**src/riscv_pkg.sv**
```systemverilog
// RV32I subset core package with shared widths, encodings and bundle types
`default_nettype none

package riscv_pkg;

    // ==========================================================
    // Core constants
    // ==========================================================
    localparam int unsigned xlen     = 32;
    localparam int unsigned nregs    = 32;
    // First fetch address out of reset
    localparam logic [xlen-1:0] reset_pc = '0;

    // Basic data and field types
    typedef logic [xlen-1:0] word_t;
    typedef logic [4:0]      reg_addr_t;
    typedef logic [11:0]     imm_i_raw_t;
    typedef logic [11:0]     imm_s_raw_t;
    // Bit 0 always zero for branch and jump offsets
    typedef logic [12:0]     imm_b_raw_t;
    typedef logic [20:0]     imm_j_raw_t;

    // ==========================================================
    // Encodings
    // ==========================================================
    typedef enum logic [6:0] {
        opc_op     = 7'b0110011,
        opc_op_imm = 7'b0010011,
        opc_load   = 7'b0000011,
        opc_store  = 7'b0100011,
        opc_branch = 7'b1100011,
        opc_jal    = 7'b1101111,
        opc_jalr   = 7'b1100111,
        opc_system = 7'b1110011
    } opcode_e;

    typedef enum logic [3:0] {
        alu_add,
        alu_sub,
        alu_and,
        alu_or,
        alu_xor,
        alu_slt,
        alu_sll,
        alu_srl,
        alu_sra
    } aluop_e;

    // Immediate format select
    typedef enum logic [1:0] {
        immsrc_i,
        immsrc_s,
        immsrc_b,
        immsrc_j
    } immsrc_e;

    // Write-back source select
    typedef enum logic [1:0] {
        res_alu,
        res_mem,
        res_pc_plus4
    } resultsrc_e;

    typedef enum logic [1:0] {
        st_idle,
        st_run,
        st_halt
    } core_state_e;

    // ==========================================================
    // Bundles
    // ==========================================================
    typedef struct packed {
        opcode_e    opcode;
        logic [2:0] funct3;
        logic       funct7_5;
        reg_addr_t  rs1;
        reg_addr_t  rs2;
        reg_addr_t  rd;
        imm_i_raw_t imm_i_raw;
        imm_s_raw_t imm_s_raw;
        imm_b_raw_t imm_b_raw;
        imm_j_raw_t imm_j_raw;
    } instr_fields_t;

    typedef struct packed {
        logic       reg_write;
        logic       mem_write;
        logic       alu_src;
        aluop_e     alu_control;
        immsrc_e    imm_src;
        resultsrc_e result_src;
        logic       branch;
        logic       branch_ne;
        logic       jump;
        logic       jump_reg;
        logic       halt_req;
    } ctrl_t;

    // Data memory request, write strobe qualified by commit
    typedef struct packed {
        word_t addr;
        word_t wdata;
        logic  we;
    } dmem_req_t;

endpackage

`default_nettype wire

```
**src/alu.sv**
```systemverilog
// ALU computing add/sub, logic, signed compare and shifts with a zero flag
`timescale 1ns/1ps
`default_nettype none

module alu (
    input  riscv_pkg::word_t  a,
    input  riscv_pkg::word_t  b,
    input  riscv_pkg::aluop_e control,
    output riscv_pkg::word_t  result,
    output logic              zero
);

    // Shift amount from low 5 bits only
    logic [4:0] shamt;

    assign shamt = b[4:0];

    always_comb begin
        case (control)
            riscv_pkg::alu_add: result = a + b;
            riscv_pkg::alu_sub: result = a - b;
            riscv_pkg::alu_and: result = a & b;
            riscv_pkg::alu_or:  result = a | b;
            riscv_pkg::alu_xor: result = a ^ b;
            // Signed compare, result 0 or 1
            riscv_pkg::alu_slt: result = {31'd0, ($signed(a) < $signed(b))};
            riscv_pkg::alu_sll: result = a << shamt;
            riscv_pkg::alu_srl: result = a >> shamt;
            // Arithmetic shift keeps sign
            riscv_pkg::alu_sra: result = $signed(a) >>> shamt;
            default:            result = '0;
        endcase
    end

    // Branch compare flag
    assign zero = (result == '0);

endmodule

`default_nettype wire

```
**src/reg_file.sv**
```systemverilog
// Integer register file, two async read ports and one clocked write port
`timescale 1ns/1ps
`default_nettype none

module reg_file (
    input  logic                 clk,
    input  riscv_pkg::reg_addr_t read_reg1,
    input  riscv_pkg::reg_addr_t read_reg2,
    input  riscv_pkg::reg_addr_t write_reg,
    input  riscv_pkg::word_t     write_data,
    input  logic                 write_enable,
    output riscv_pkg::word_t     read_data1,
    output riscv_pkg::word_t     read_data2
);

    riscv_pkg::word_t regs [riscv_pkg::nregs];

    // x0 writes dropped
    always_ff @(posedge clk) begin
        if (write_enable && (write_reg != '0)) begin
            regs[write_reg] <= write_data;
        end
    end

    // x0 always reads as zero
    assign read_data1 = (read_reg1 == '0) ? '0 : regs[read_reg1];
    assign read_data2 = (read_reg2 == '0) ? '0 : regs[read_reg2];

endmodule

`default_nettype wire

```
**src/control_decoder.sv**
```systemverilog
// Main and ALU decoder turning instruction fields into datapath controls
`timescale 1ns/1ps
`default_nettype none

module control_decoder (
    input  riscv_pkg::instr_fields_t fields,
    output riscv_pkg::ctrl_t         ctrl
);

    // funct3 to ALU op, sub and sra only for register form
    function automatic riscv_pkg::aluop_e alu_decode(
        input logic [2:0] funct3,
        input logic       funct7_5,
        input logic       reg_form
    );
        riscv_pkg::aluop_e op;
        case (funct3)
            3'b000: begin
                if (reg_form && funct7_5) begin
                    op = riscv_pkg::alu_sub;
                end else begin
                    op = riscv_pkg::alu_add;
                end
            end
            3'b001: op = riscv_pkg::alu_sll;
            3'b010: op = riscv_pkg::alu_slt;
            3'b100: op = riscv_pkg::alu_xor;
            3'b101: begin
                if (reg_form && funct7_5) begin
                    op = riscv_pkg::alu_sra;
                end else begin
                    op = riscv_pkg::alu_srl;
                end
            end
            3'b110: op = riscv_pkg::alu_or;
            3'b111: op = riscv_pkg::alu_and;
            // sltu not in the subset
            default: op = riscv_pkg::alu_add;
        endcase
        return op;
    endfunction

    always_comb begin
        // Safe defaults, nothing written
        ctrl             = '0;
        ctrl.alu_control = riscv_pkg::alu_add;
        ctrl.imm_src     = riscv_pkg::immsrc_i;
        ctrl.result_src  = riscv_pkg::res_alu;

        case (fields.opcode)
            riscv_pkg::opc_op: begin
                ctrl.reg_write   = 1'b1;
                ctrl.alu_control = alu_decode(fields.funct3, fields.funct7_5, 1'b1);
            end
            riscv_pkg::opc_op_imm: begin
                ctrl.reg_write   = 1'b1;
                ctrl.alu_src     = 1'b1;
                ctrl.alu_control = alu_decode(fields.funct3, fields.funct7_5, 1'b0);
            end
            // lw, address is rs1 + imm
            riscv_pkg::opc_load: begin
                ctrl.reg_write  = 1'b1;
                ctrl.alu_src    = 1'b1;
                ctrl.result_src = riscv_pkg::res_mem;
            end
            riscv_pkg::opc_store: begin
                ctrl.mem_write = 1'b1;
                ctrl.alu_src   = 1'b1;
                ctrl.imm_src   = riscv_pkg::immsrc_s;
            end
            // beq/bne compare through subtraction
            riscv_pkg::opc_branch: begin
                ctrl.branch      = 1'b1;
                ctrl.branch_ne   = fields.funct3[0];
                ctrl.imm_src     = riscv_pkg::immsrc_b;
                ctrl.alu_control = riscv_pkg::alu_sub;
            end
            riscv_pkg::opc_jal: begin
                ctrl.reg_write  = 1'b1;
                ctrl.jump       = 1'b1;
                ctrl.imm_src    = riscv_pkg::immsrc_j;
                ctrl.result_src = riscv_pkg::res_pc_plus4;
            end
            // Target from ALU, link is pc + 4
            riscv_pkg::opc_jalr: begin
                ctrl.reg_write  = 1'b1;
                ctrl.jump       = 1'b1;
                ctrl.jump_reg   = 1'b1;
                ctrl.alu_src    = 1'b1;
                ctrl.result_src = riscv_pkg::res_pc_plus4;
            end
            // ecall and anything unknown stop the core
            default: begin
                ctrl.halt_req = 1'b1;
            end
        endcase
    end

endmodule

`default_nettype wire

```
**src/run_control_fsm.sv**
```systemverilog
// Run-control FSM starting execution after reset and holding at halt
`timescale 1ns/1ps
`default_nettype none

module run_control_fsm (
    input  logic clk,
    input  logic rst_n,
    input  logic halt_req,
    output logic commit,
    output logic halted
);

    riscv_pkg::core_state_e state_q;
    riscv_pkg::core_state_e state_d;

    // Next state
    always_comb begin
        state_d = state_q;
        case (state_q)
            riscv_pkg::st_idle: state_d = riscv_pkg::st_run;
            riscv_pkg::st_run: begin
                if (halt_req) begin
                    state_d = riscv_pkg::st_halt;
                end
            end
            // Sticky until reset
            riscv_pkg::st_halt: state_d = riscv_pkg::st_halt;
            default:            state_d = riscv_pkg::st_idle;
        endcase
    end

    always_ff @(posedge clk) begin
        if (!rst_n) begin
            state_q <= riscv_pkg::st_idle;
        end else begin
            state_q <= state_d;
        end
    end

    // Halting instruction itself never commits
    assign commit = (state_q == riscv_pkg::st_run) && !halt_req;
    assign halted = (state_q == riscv_pkg::st_halt);

endmodule

`default_nettype wire

```
**src/retire_counter.sv**
```systemverilog
// Retired-instruction counter, one count per committed cycle
`timescale 1ns/1ps
`default_nettype none

module retire_counter (
    input  logic             clk,
    input  logic             rst_n,
    input  logic             commit,
    output riscv_pkg::word_t instret
);

    riscv_pkg::word_t count_q;

    // Wraps at 2^32
    always_ff @(posedge clk) begin
        if (!rst_n) begin
            count_q <= '0;
        end else if (commit) begin
            count_q <= count_q + 32'd1;
        end
    end

    assign instret = count_q;

endmodule

`default_nettype wire

```
**src/datapath.sv**
```systemverilog
// Single-cycle datapath with PC, immediates, operand muxes, ALU and register file
`timescale 1ns/1ps
`default_nettype none

module datapath (
    input  logic                     clk,
    input  logic                     rst_n,
    input  riscv_pkg::instr_fields_t fields,
    input  riscv_pkg::ctrl_t         ctrl,
    input  logic                     commit,
    input  riscv_pkg::word_t         dmem_rdata,
    output riscv_pkg::word_t         pc,
    output riscv_pkg::dmem_req_t     dmem_req
);

    riscv_pkg::word_t pc_q;
    riscv_pkg::word_t pc_next;
    riscv_pkg::word_t pc_plus4;
    riscv_pkg::word_t pc_target;
    riscv_pkg::word_t jalr_target;
    riscv_pkg::word_t imm_ext;
    riscv_pkg::word_t rd1;
    riscv_pkg::word_t rd2;
    riscv_pkg::word_t src_b;
    riscv_pkg::word_t alu_result;
    riscv_pkg::word_t result;
    logic             zero;
    logic             take;

    // ==========================================================
    // Immediate extension
    // ==========================================================
    always_comb begin
        case (ctrl.imm_src)
            riscv_pkg::immsrc_s: imm_ext = {{20{fields.imm_s_raw[11]}}, fields.imm_s_raw};
            riscv_pkg::immsrc_b: imm_ext = {{19{fields.imm_b_raw[12]}}, fields.imm_b_raw};
            riscv_pkg::immsrc_j: imm_ext = {{11{fields.imm_j_raw[20]}}, fields.imm_j_raw};
            default:             imm_ext = {{20{fields.imm_i_raw[11]}}, fields.imm_i_raw};
        endcase
    end

    // ==========================================================
    // Program counter
    // ==========================================================
    assign pc_plus4  = pc_q + 32'd4;
    assign pc_target = pc_q + imm_ext;
    // jalr target, rs1 + imm with bit 0 dropped
    assign jalr_target = {alu_result[31:1], 1'b0};

    // Branch taken when compare disagrees with the ne polarity
    assign take = (ctrl.branch && (zero != ctrl.branch_ne)) || ctrl.jump;

    always_comb begin
        if (!take) begin
            pc_next = pc_plus4;
        end else if (ctrl.jump_reg) begin
            pc_next = jalr_target;
        end else begin
            pc_next = pc_target;
        end
    end

    // Only advances on a committed instruction
    always_ff @(posedge clk) begin
        if (!rst_n) begin
            pc_q <= riscv_pkg::reset_pc;
        end else if (commit) begin
            pc_q <= pc_next;
        end
    end

    assign pc = pc_q;

    // ==========================================================
    // Register file and ALU
    // ==========================================================
    reg_file u_reg_file (
        .clk          (clk),
        .read_reg1    (fields.rs1),
        .read_reg2    (fields.rs2),
        .write_reg    (fields.rd),
        .write_data   (result),
        .write_enable (ctrl.reg_write && commit),
        .read_data1   (rd1),
        .read_data2   (rd2)
    );

    // B operand, register or immediate
    assign src_b = ctrl.alu_src ? imm_ext : rd2;

    alu u_alu (
        .a       (rd1),
        .b       (src_b),
        .control (ctrl.alu_control),
        .result  (alu_result),
        .zero    (zero)
    );

    // Write-back select
    always_comb begin
        case (ctrl.result_src)
            riscv_pkg::res_mem:      result = dmem_rdata;
            riscv_pkg::res_pc_plus4: result = pc_plus4;
            default:                 result = alu_result;
        endcase
    end

    // Memory request, address from ALU and data from rs2
    assign dmem_req.addr  = alu_result;
    assign dmem_req.wdata = rd2;
    assign dmem_req.we    = ctrl.mem_write && commit;

endmodule

`default_nettype wire

```
**src/riscv_core.sv**
```systemverilog
// Single-cycle RV32I subset core top, field slicing and block wiring
`timescale 1ns/1ps
`default_nettype none

module riscv_core (
    input  logic                 clk,
    input  logic                 rst_n,
    output riscv_pkg::word_t     imem_addr,
    input  riscv_pkg::word_t     imem_rdata,
    output riscv_pkg::dmem_req_t dmem_req,
    input  riscv_pkg::word_t     dmem_rdata,
    output logic                 halted,
    output riscv_pkg::word_t     instret
);

    riscv_pkg::instr_fields_t fields;
    riscv_pkg::ctrl_t         ctrl;
    logic                     commit;

    // ==========================================================
    // Instruction field split
    // ==========================================================
    always_comb begin
        fields.opcode    = riscv_pkg::opcode_e'(imem_rdata[6:0]);
        fields.funct3    = imem_rdata[14:12];
        fields.funct7_5  = imem_rdata[30];
        fields.rs1       = imem_rdata[19:15];
        fields.rs2       = imem_rdata[24:20];
        fields.rd        = imem_rdata[11:7];
        fields.imm_i_raw = imem_rdata[31:20];
        fields.imm_s_raw = {imem_rdata[31:25], imem_rdata[11:7]};
        // B and J offsets are scattered, bit 0 implied zero
        fields.imm_b_raw = {imem_rdata[31], imem_rdata[7], imem_rdata[30:25],
                            imem_rdata[11:8], 1'b0};
        fields.imm_j_raw = {imem_rdata[31], imem_rdata[19:12], imem_rdata[20],
                            imem_rdata[30:21], 1'b0};
    end

    control_decoder u_control_decoder (
        .fields (fields),
        .ctrl   (ctrl)
    );

    run_control_fsm u_run_control_fsm (
        .clk      (clk),
        .rst_n    (rst_n),
        .halt_req (ctrl.halt_req),
        .commit   (commit),
        .halted   (halted)
    );

    // PC drives the fetch address directly
    datapath u_datapath (
        .clk        (clk),
        .rst_n      (rst_n),
        .fields     (fields),
        .ctrl       (ctrl),
        .commit     (commit),
        .dmem_rdata (dmem_rdata),
        .pc         (imem_addr),
        .dmem_req   (dmem_req)
    );

    retire_counter u_retire_counter (
        .clk     (clk),
        .rst_n   (rst_n),
        .commit  (commit),
        .instret (instret)
    );

endmodule

`default_nettype wire

```
**config.mk**
```make
export PLATFORM = sky130hd
export DESIGN_NAME = riscv_core
export DESIGN_NICKNAME = d
export VERILOG_FILES = /design/src/riscv_pkg.sv /design/src/alu.sv /design/src/reg_file.sv /design/src/control_decoder.sv /design/src/run_control_fsm.sv /design/src/retire_counter.sv /design/src/datapath.sv /design/src/riscv_core.sv
export SDC_FILE = /design/constraint.sdc
export NUM_CORES = 2
export LEC_CHECK = 0
export BUFFER_PORTS_ARGS = -buffer_cell sky130_fd_sc_hd__buf_2
export CORE_MARGIN = 1
export CORE_UTILIZATION = 42
export CTS_BUF_LIST = sky130_fd_sc_hd__clkbuf_8
export CTS_CLUSTER_DIAMETER = 200
export DETAILED_ROUTE_END_ITERATION = 6
export PLACE_DENSITY = 0.57
export SYNTH_ARGS = -nofsm -noshare
export SYNTH_HDL_FRONTEND = slang
export SYNTH_SLANG_ARGS = --single-unit
```
**constraint.sdc**
```tcl
create_clock -name clk -period 11.6 [get_ports clk]
set_input_delay 1.74 -clock clk [delete_from_list [all_inputs] [get_ports clk]]
set_output_delay 1.74 -clock clk [all_outputs]
set_load 0.005 [all_outputs]
```
==> impl_metrics.tcl <==
set metrics [dict create \
    p_switching_mw 3.65 \
    dp_hpwl_mm 161 \
    n_fill_cell 12883 \
    firstDrtPassIters 7 \
    power_mw 10.9 \
    gp_congestion 1.04 \
    crit_fanout 59 \
    power_density_nw_per_um2 156 \
    htreeDepth 4 \
    fin_util_pct 47.7 \
    clkPwrFrac_pct 28.9 \
    cts_max_path_buffers 3 \
    async_flop_share_pct 0 \
    synth_top_area_share_pct 49.4 \
    vias 46106 \
    drt_iter0_drc 6189 \
    synth_area_leaders "edfxtp_1 (49%), mux4_2 (18%), mux2i_1 (3.9%), ha_1 (2.8%), a21oi_1 (2.3%)" \
    fmax_mhz 94.0 \
    cts_tree "built" \
    synth_area_leader_cell "edfxtp_1" \
    cp-start-kind "primary input" \
    chipHeight_um 387 \
    hold_buffers 0 \
    synthTopCellsByCount "edfxtp_1 (1024), mux4_2 (508), a21oi_1 (286)" \
    switching_share_pct 33.5 \
    synth_top_family_by_area "multiplexers" \
    synth-main-ff-cell "edfxtp_1" \
    seqCellArea_um2 32100 \
    grt_max_degree 89 \
    critPathKind "in -> out" \
    crit_buf_inv 4 \
    drv_cap 0 \
    synth_edf_count 1024 \
    initial_core_util_pct 42.5 \
    path_cells "buf_8 > mux4_2 > mux4_2 > or4b_1 > o21a_1 > nand2_8 > inv_4 > ha_1 > inv_1 > fa_1 > a211oi_1 > o21ai_0 > a31oi_1 > o21a_1 > o311a_1 > or2_2 > o21ai_0 > a21o_1 > a21oi_1 > xnor2_1 > o221ai_1 > buf_2" \
    met3_usage_pct 5.91 \
    ys_seq_area_share_pct 51.5 \
    ys_seq_elements 1090 \
    drive_above_1_share_pct 25.9 \
    cp_top_family "compound AO/OA/AOI/OAI gates" \
    syn-instance-count 4545 \
    postRouteAntennaNets 0 \
    synth_fa_ha_area_share_pct 2.87 \
    antenna_found_initial 13 \
    crit_slowest_cell "o221ai_1" \
    clkLatencyLatePin_ns 0.92 \
    first_global_vias 44359 \
    yosysMostFrequentCell "edfxtp_1" \
    drv_slew 0 \
    outcome "finished, violations left" \
    dpl_cell_area_um2 66600 \
    placed_cells 6556 \
    rsz0062_at_grt "false" \
    clkSinkCount 1090 \
    cp_slowest_stage_delay_ns 0.69 \
    fin_cells 6877 \
    violations "design-rule violations" \
    cellLeakagePower_nw 24.3 \
    cts_buffers 179 \
    finClkSkew_ns 0.0529 \
    top_usage_layer "met2" \
    post_drt_wl_per_cell_um 35.6 \
    wl_mm 245 \
    cp.arrival_ns 8.89 \
    synth_compound_area_share_pct 11.0 \
    dieArea_um2 150000 \
    ys_types 97 \
    vias_per_cell 6.70 \
    peakVddDrop_mv 0.121 \
    yosys.area_share.xor_xnor_pct 1.36 \
    io_buffers 195 \
    hold_viol 0 \
    drcViolationCount 4 \
    period_minus_slack_ns 10.63 \
    internal_power_mw 7.24 \
    area_growth_pct 12.3 \
    ios 196 \
    row_count 140 \
    core_um2 146000 \
    hold-path-cell-count 2 \
    ff2ff_path_depth 28 \
    pwr-share-comb_pct 26.4 \
    worst-path-stages 22 \
    fin_setup_tns_ns 0 \
    grt_overflow 0 \
    use_met2_pct 50.9 \
    post_cts_buffers 0 \
    multi_input_area_um2 29000 \
    yosys.area_share.simple_pct 7.24 \
    setup_viol 0 \
    syn_area_per_cell_um2 13.7 \
    muxShareOfSynthArea_pct 22.9 \
    max_slew.worst_pin.slew_ns 1.36 \
    grt.total_usage_pct 32.2 \
    relSlewSlack_pct 9.23 \
    ys_warn_count 0 \
    syn_area_um2 62200 \
    die_w_um 387 \
    timing.final.crit_share_pct 91.7 \
    grtUsageMet1_pct 43.0 \
    nNetsFinal 5027 \
    crit_required_ns 9.86 \
    clockRootBuffer "clkbuf_8" \
    end_kind "output port" \
    min_path_type "reg -> reg" \
    cts-resized-gates 0 \
    seq_power_share_pct 44.7 \
    grt_pass1_wl_mm 342 \
    clk_pin_slew_worst_paths_ns 0.05 \
    stdcell_area_um2 69900 \
]
[power by group through the flow]
stage	combinational [mW]	sequential [mW]	clock, mW
2_1_floorplan	1.53	4.97	0
3_3_place_gp	2.81	4.94	0
3_5_place_dp	2.81	4.95	0
4_1_cts	2.81	4.86	3.21
5_1_grt	3.01	4.87	3.37
6_report	2.87	4.87	3.15
[state kept, by name, summed over array words and instances, names as in the netlist]
name                        count
u_datapath.u_reg_file.regs   1024
u_datapath.pc                  32
u_retire_counter.instret       32
u_run_control_fsm.state_q       2
[placed cells by master (no fill, tap or decap), types with 55 or more instances in the layout]
master	netlist	final
buf_2	60	188
clkbuf_8	0	183
o21ai_0	163	144
nand2_1	250	250
mux2i_1	241	240
nor2_1	276	242
nor3_1	92	88
a211oi_1	122	121
a21oi_1	286	271
edfxtp_1	1024	1024
buf_4	21	190
nand3_1	66	66
dfxtp_1	66	66
ha_1	138	137
a221oi_1	58	58
inv_1	118	183
mux4_2	508	508
nor2b_1	56	55
[worst paths after layout]
check | startpoint | slack, ns | end
worst max register to register | u_datapath.u_reg_file.regs[19][0] | 2.96 | u_datapath.pc[5]
worst max-delay path | imem_rdata[20] | 0.97 | dmem_req[57]
worst min-delay path | u_run_control_fsm.state_q[1] | 0.47 | u_run_control_fsm.state_q[1]
worst min register to register | u_run_control_fsm.state_q[1] | 0.47 | u_run_control_fsm.state_q[1]
[worst reg2reg max path: cells and delay by family (launching register included)]
| kind | cells | cell delay (ns) |
|---|---|---|
| compound gates | 11 | 2.97 |
| simple gates | 8 | 2.57 |
| mux | 4 | 1.53 |
| buf+inv | 3 | 0.52 |
| fa+ha+maj | 2 | 0.48 |
| flops | 1 | 0.39 |
[logic make-up (layout without fill, tap and decap cells)]
kind of cell	Yosys count	in the layout
buffers and inverters	457	836
other	1	37
AO/OA/AOI/OAI	1034	1034
multiplexers	784	784
XOR/XNOR	97	97
flip-flops	1090	1090
adder cells (fa/ha/maj)	141	141
AND/OR/NAND/NOR	941	941
[per-layer routing]
metal,routed length (um),vias up
li1,-,18951
met1,95300,23886
met2,114000,2709
met3,22400,554
met4,12900,6
met5,47,-
[through the flow]
step                      worst slack, ns  hold slack [ns]
after floorplan                      1.72            0.449
after global placement              0.868            0.460
after detailed placement            0.770            0.466
after CTS                           0.761            0.474
after global routing                0.669            0.490
final                               0.967            0.473
[final cells by class]
cell class / instances / share of cell area [%]
sequential: 1090 / 45.9
multi-input combinational: 3029 / 41.5
timing repair buffer: 397 / 3.88
clock buffer: 183 / 3.60
tap: 1917 / 3.43
clock inverter: 133 / 1.06
inverter: 123 / 0.664
antenna: 5 / 0.0179
(Power assumes the default switching activity.)
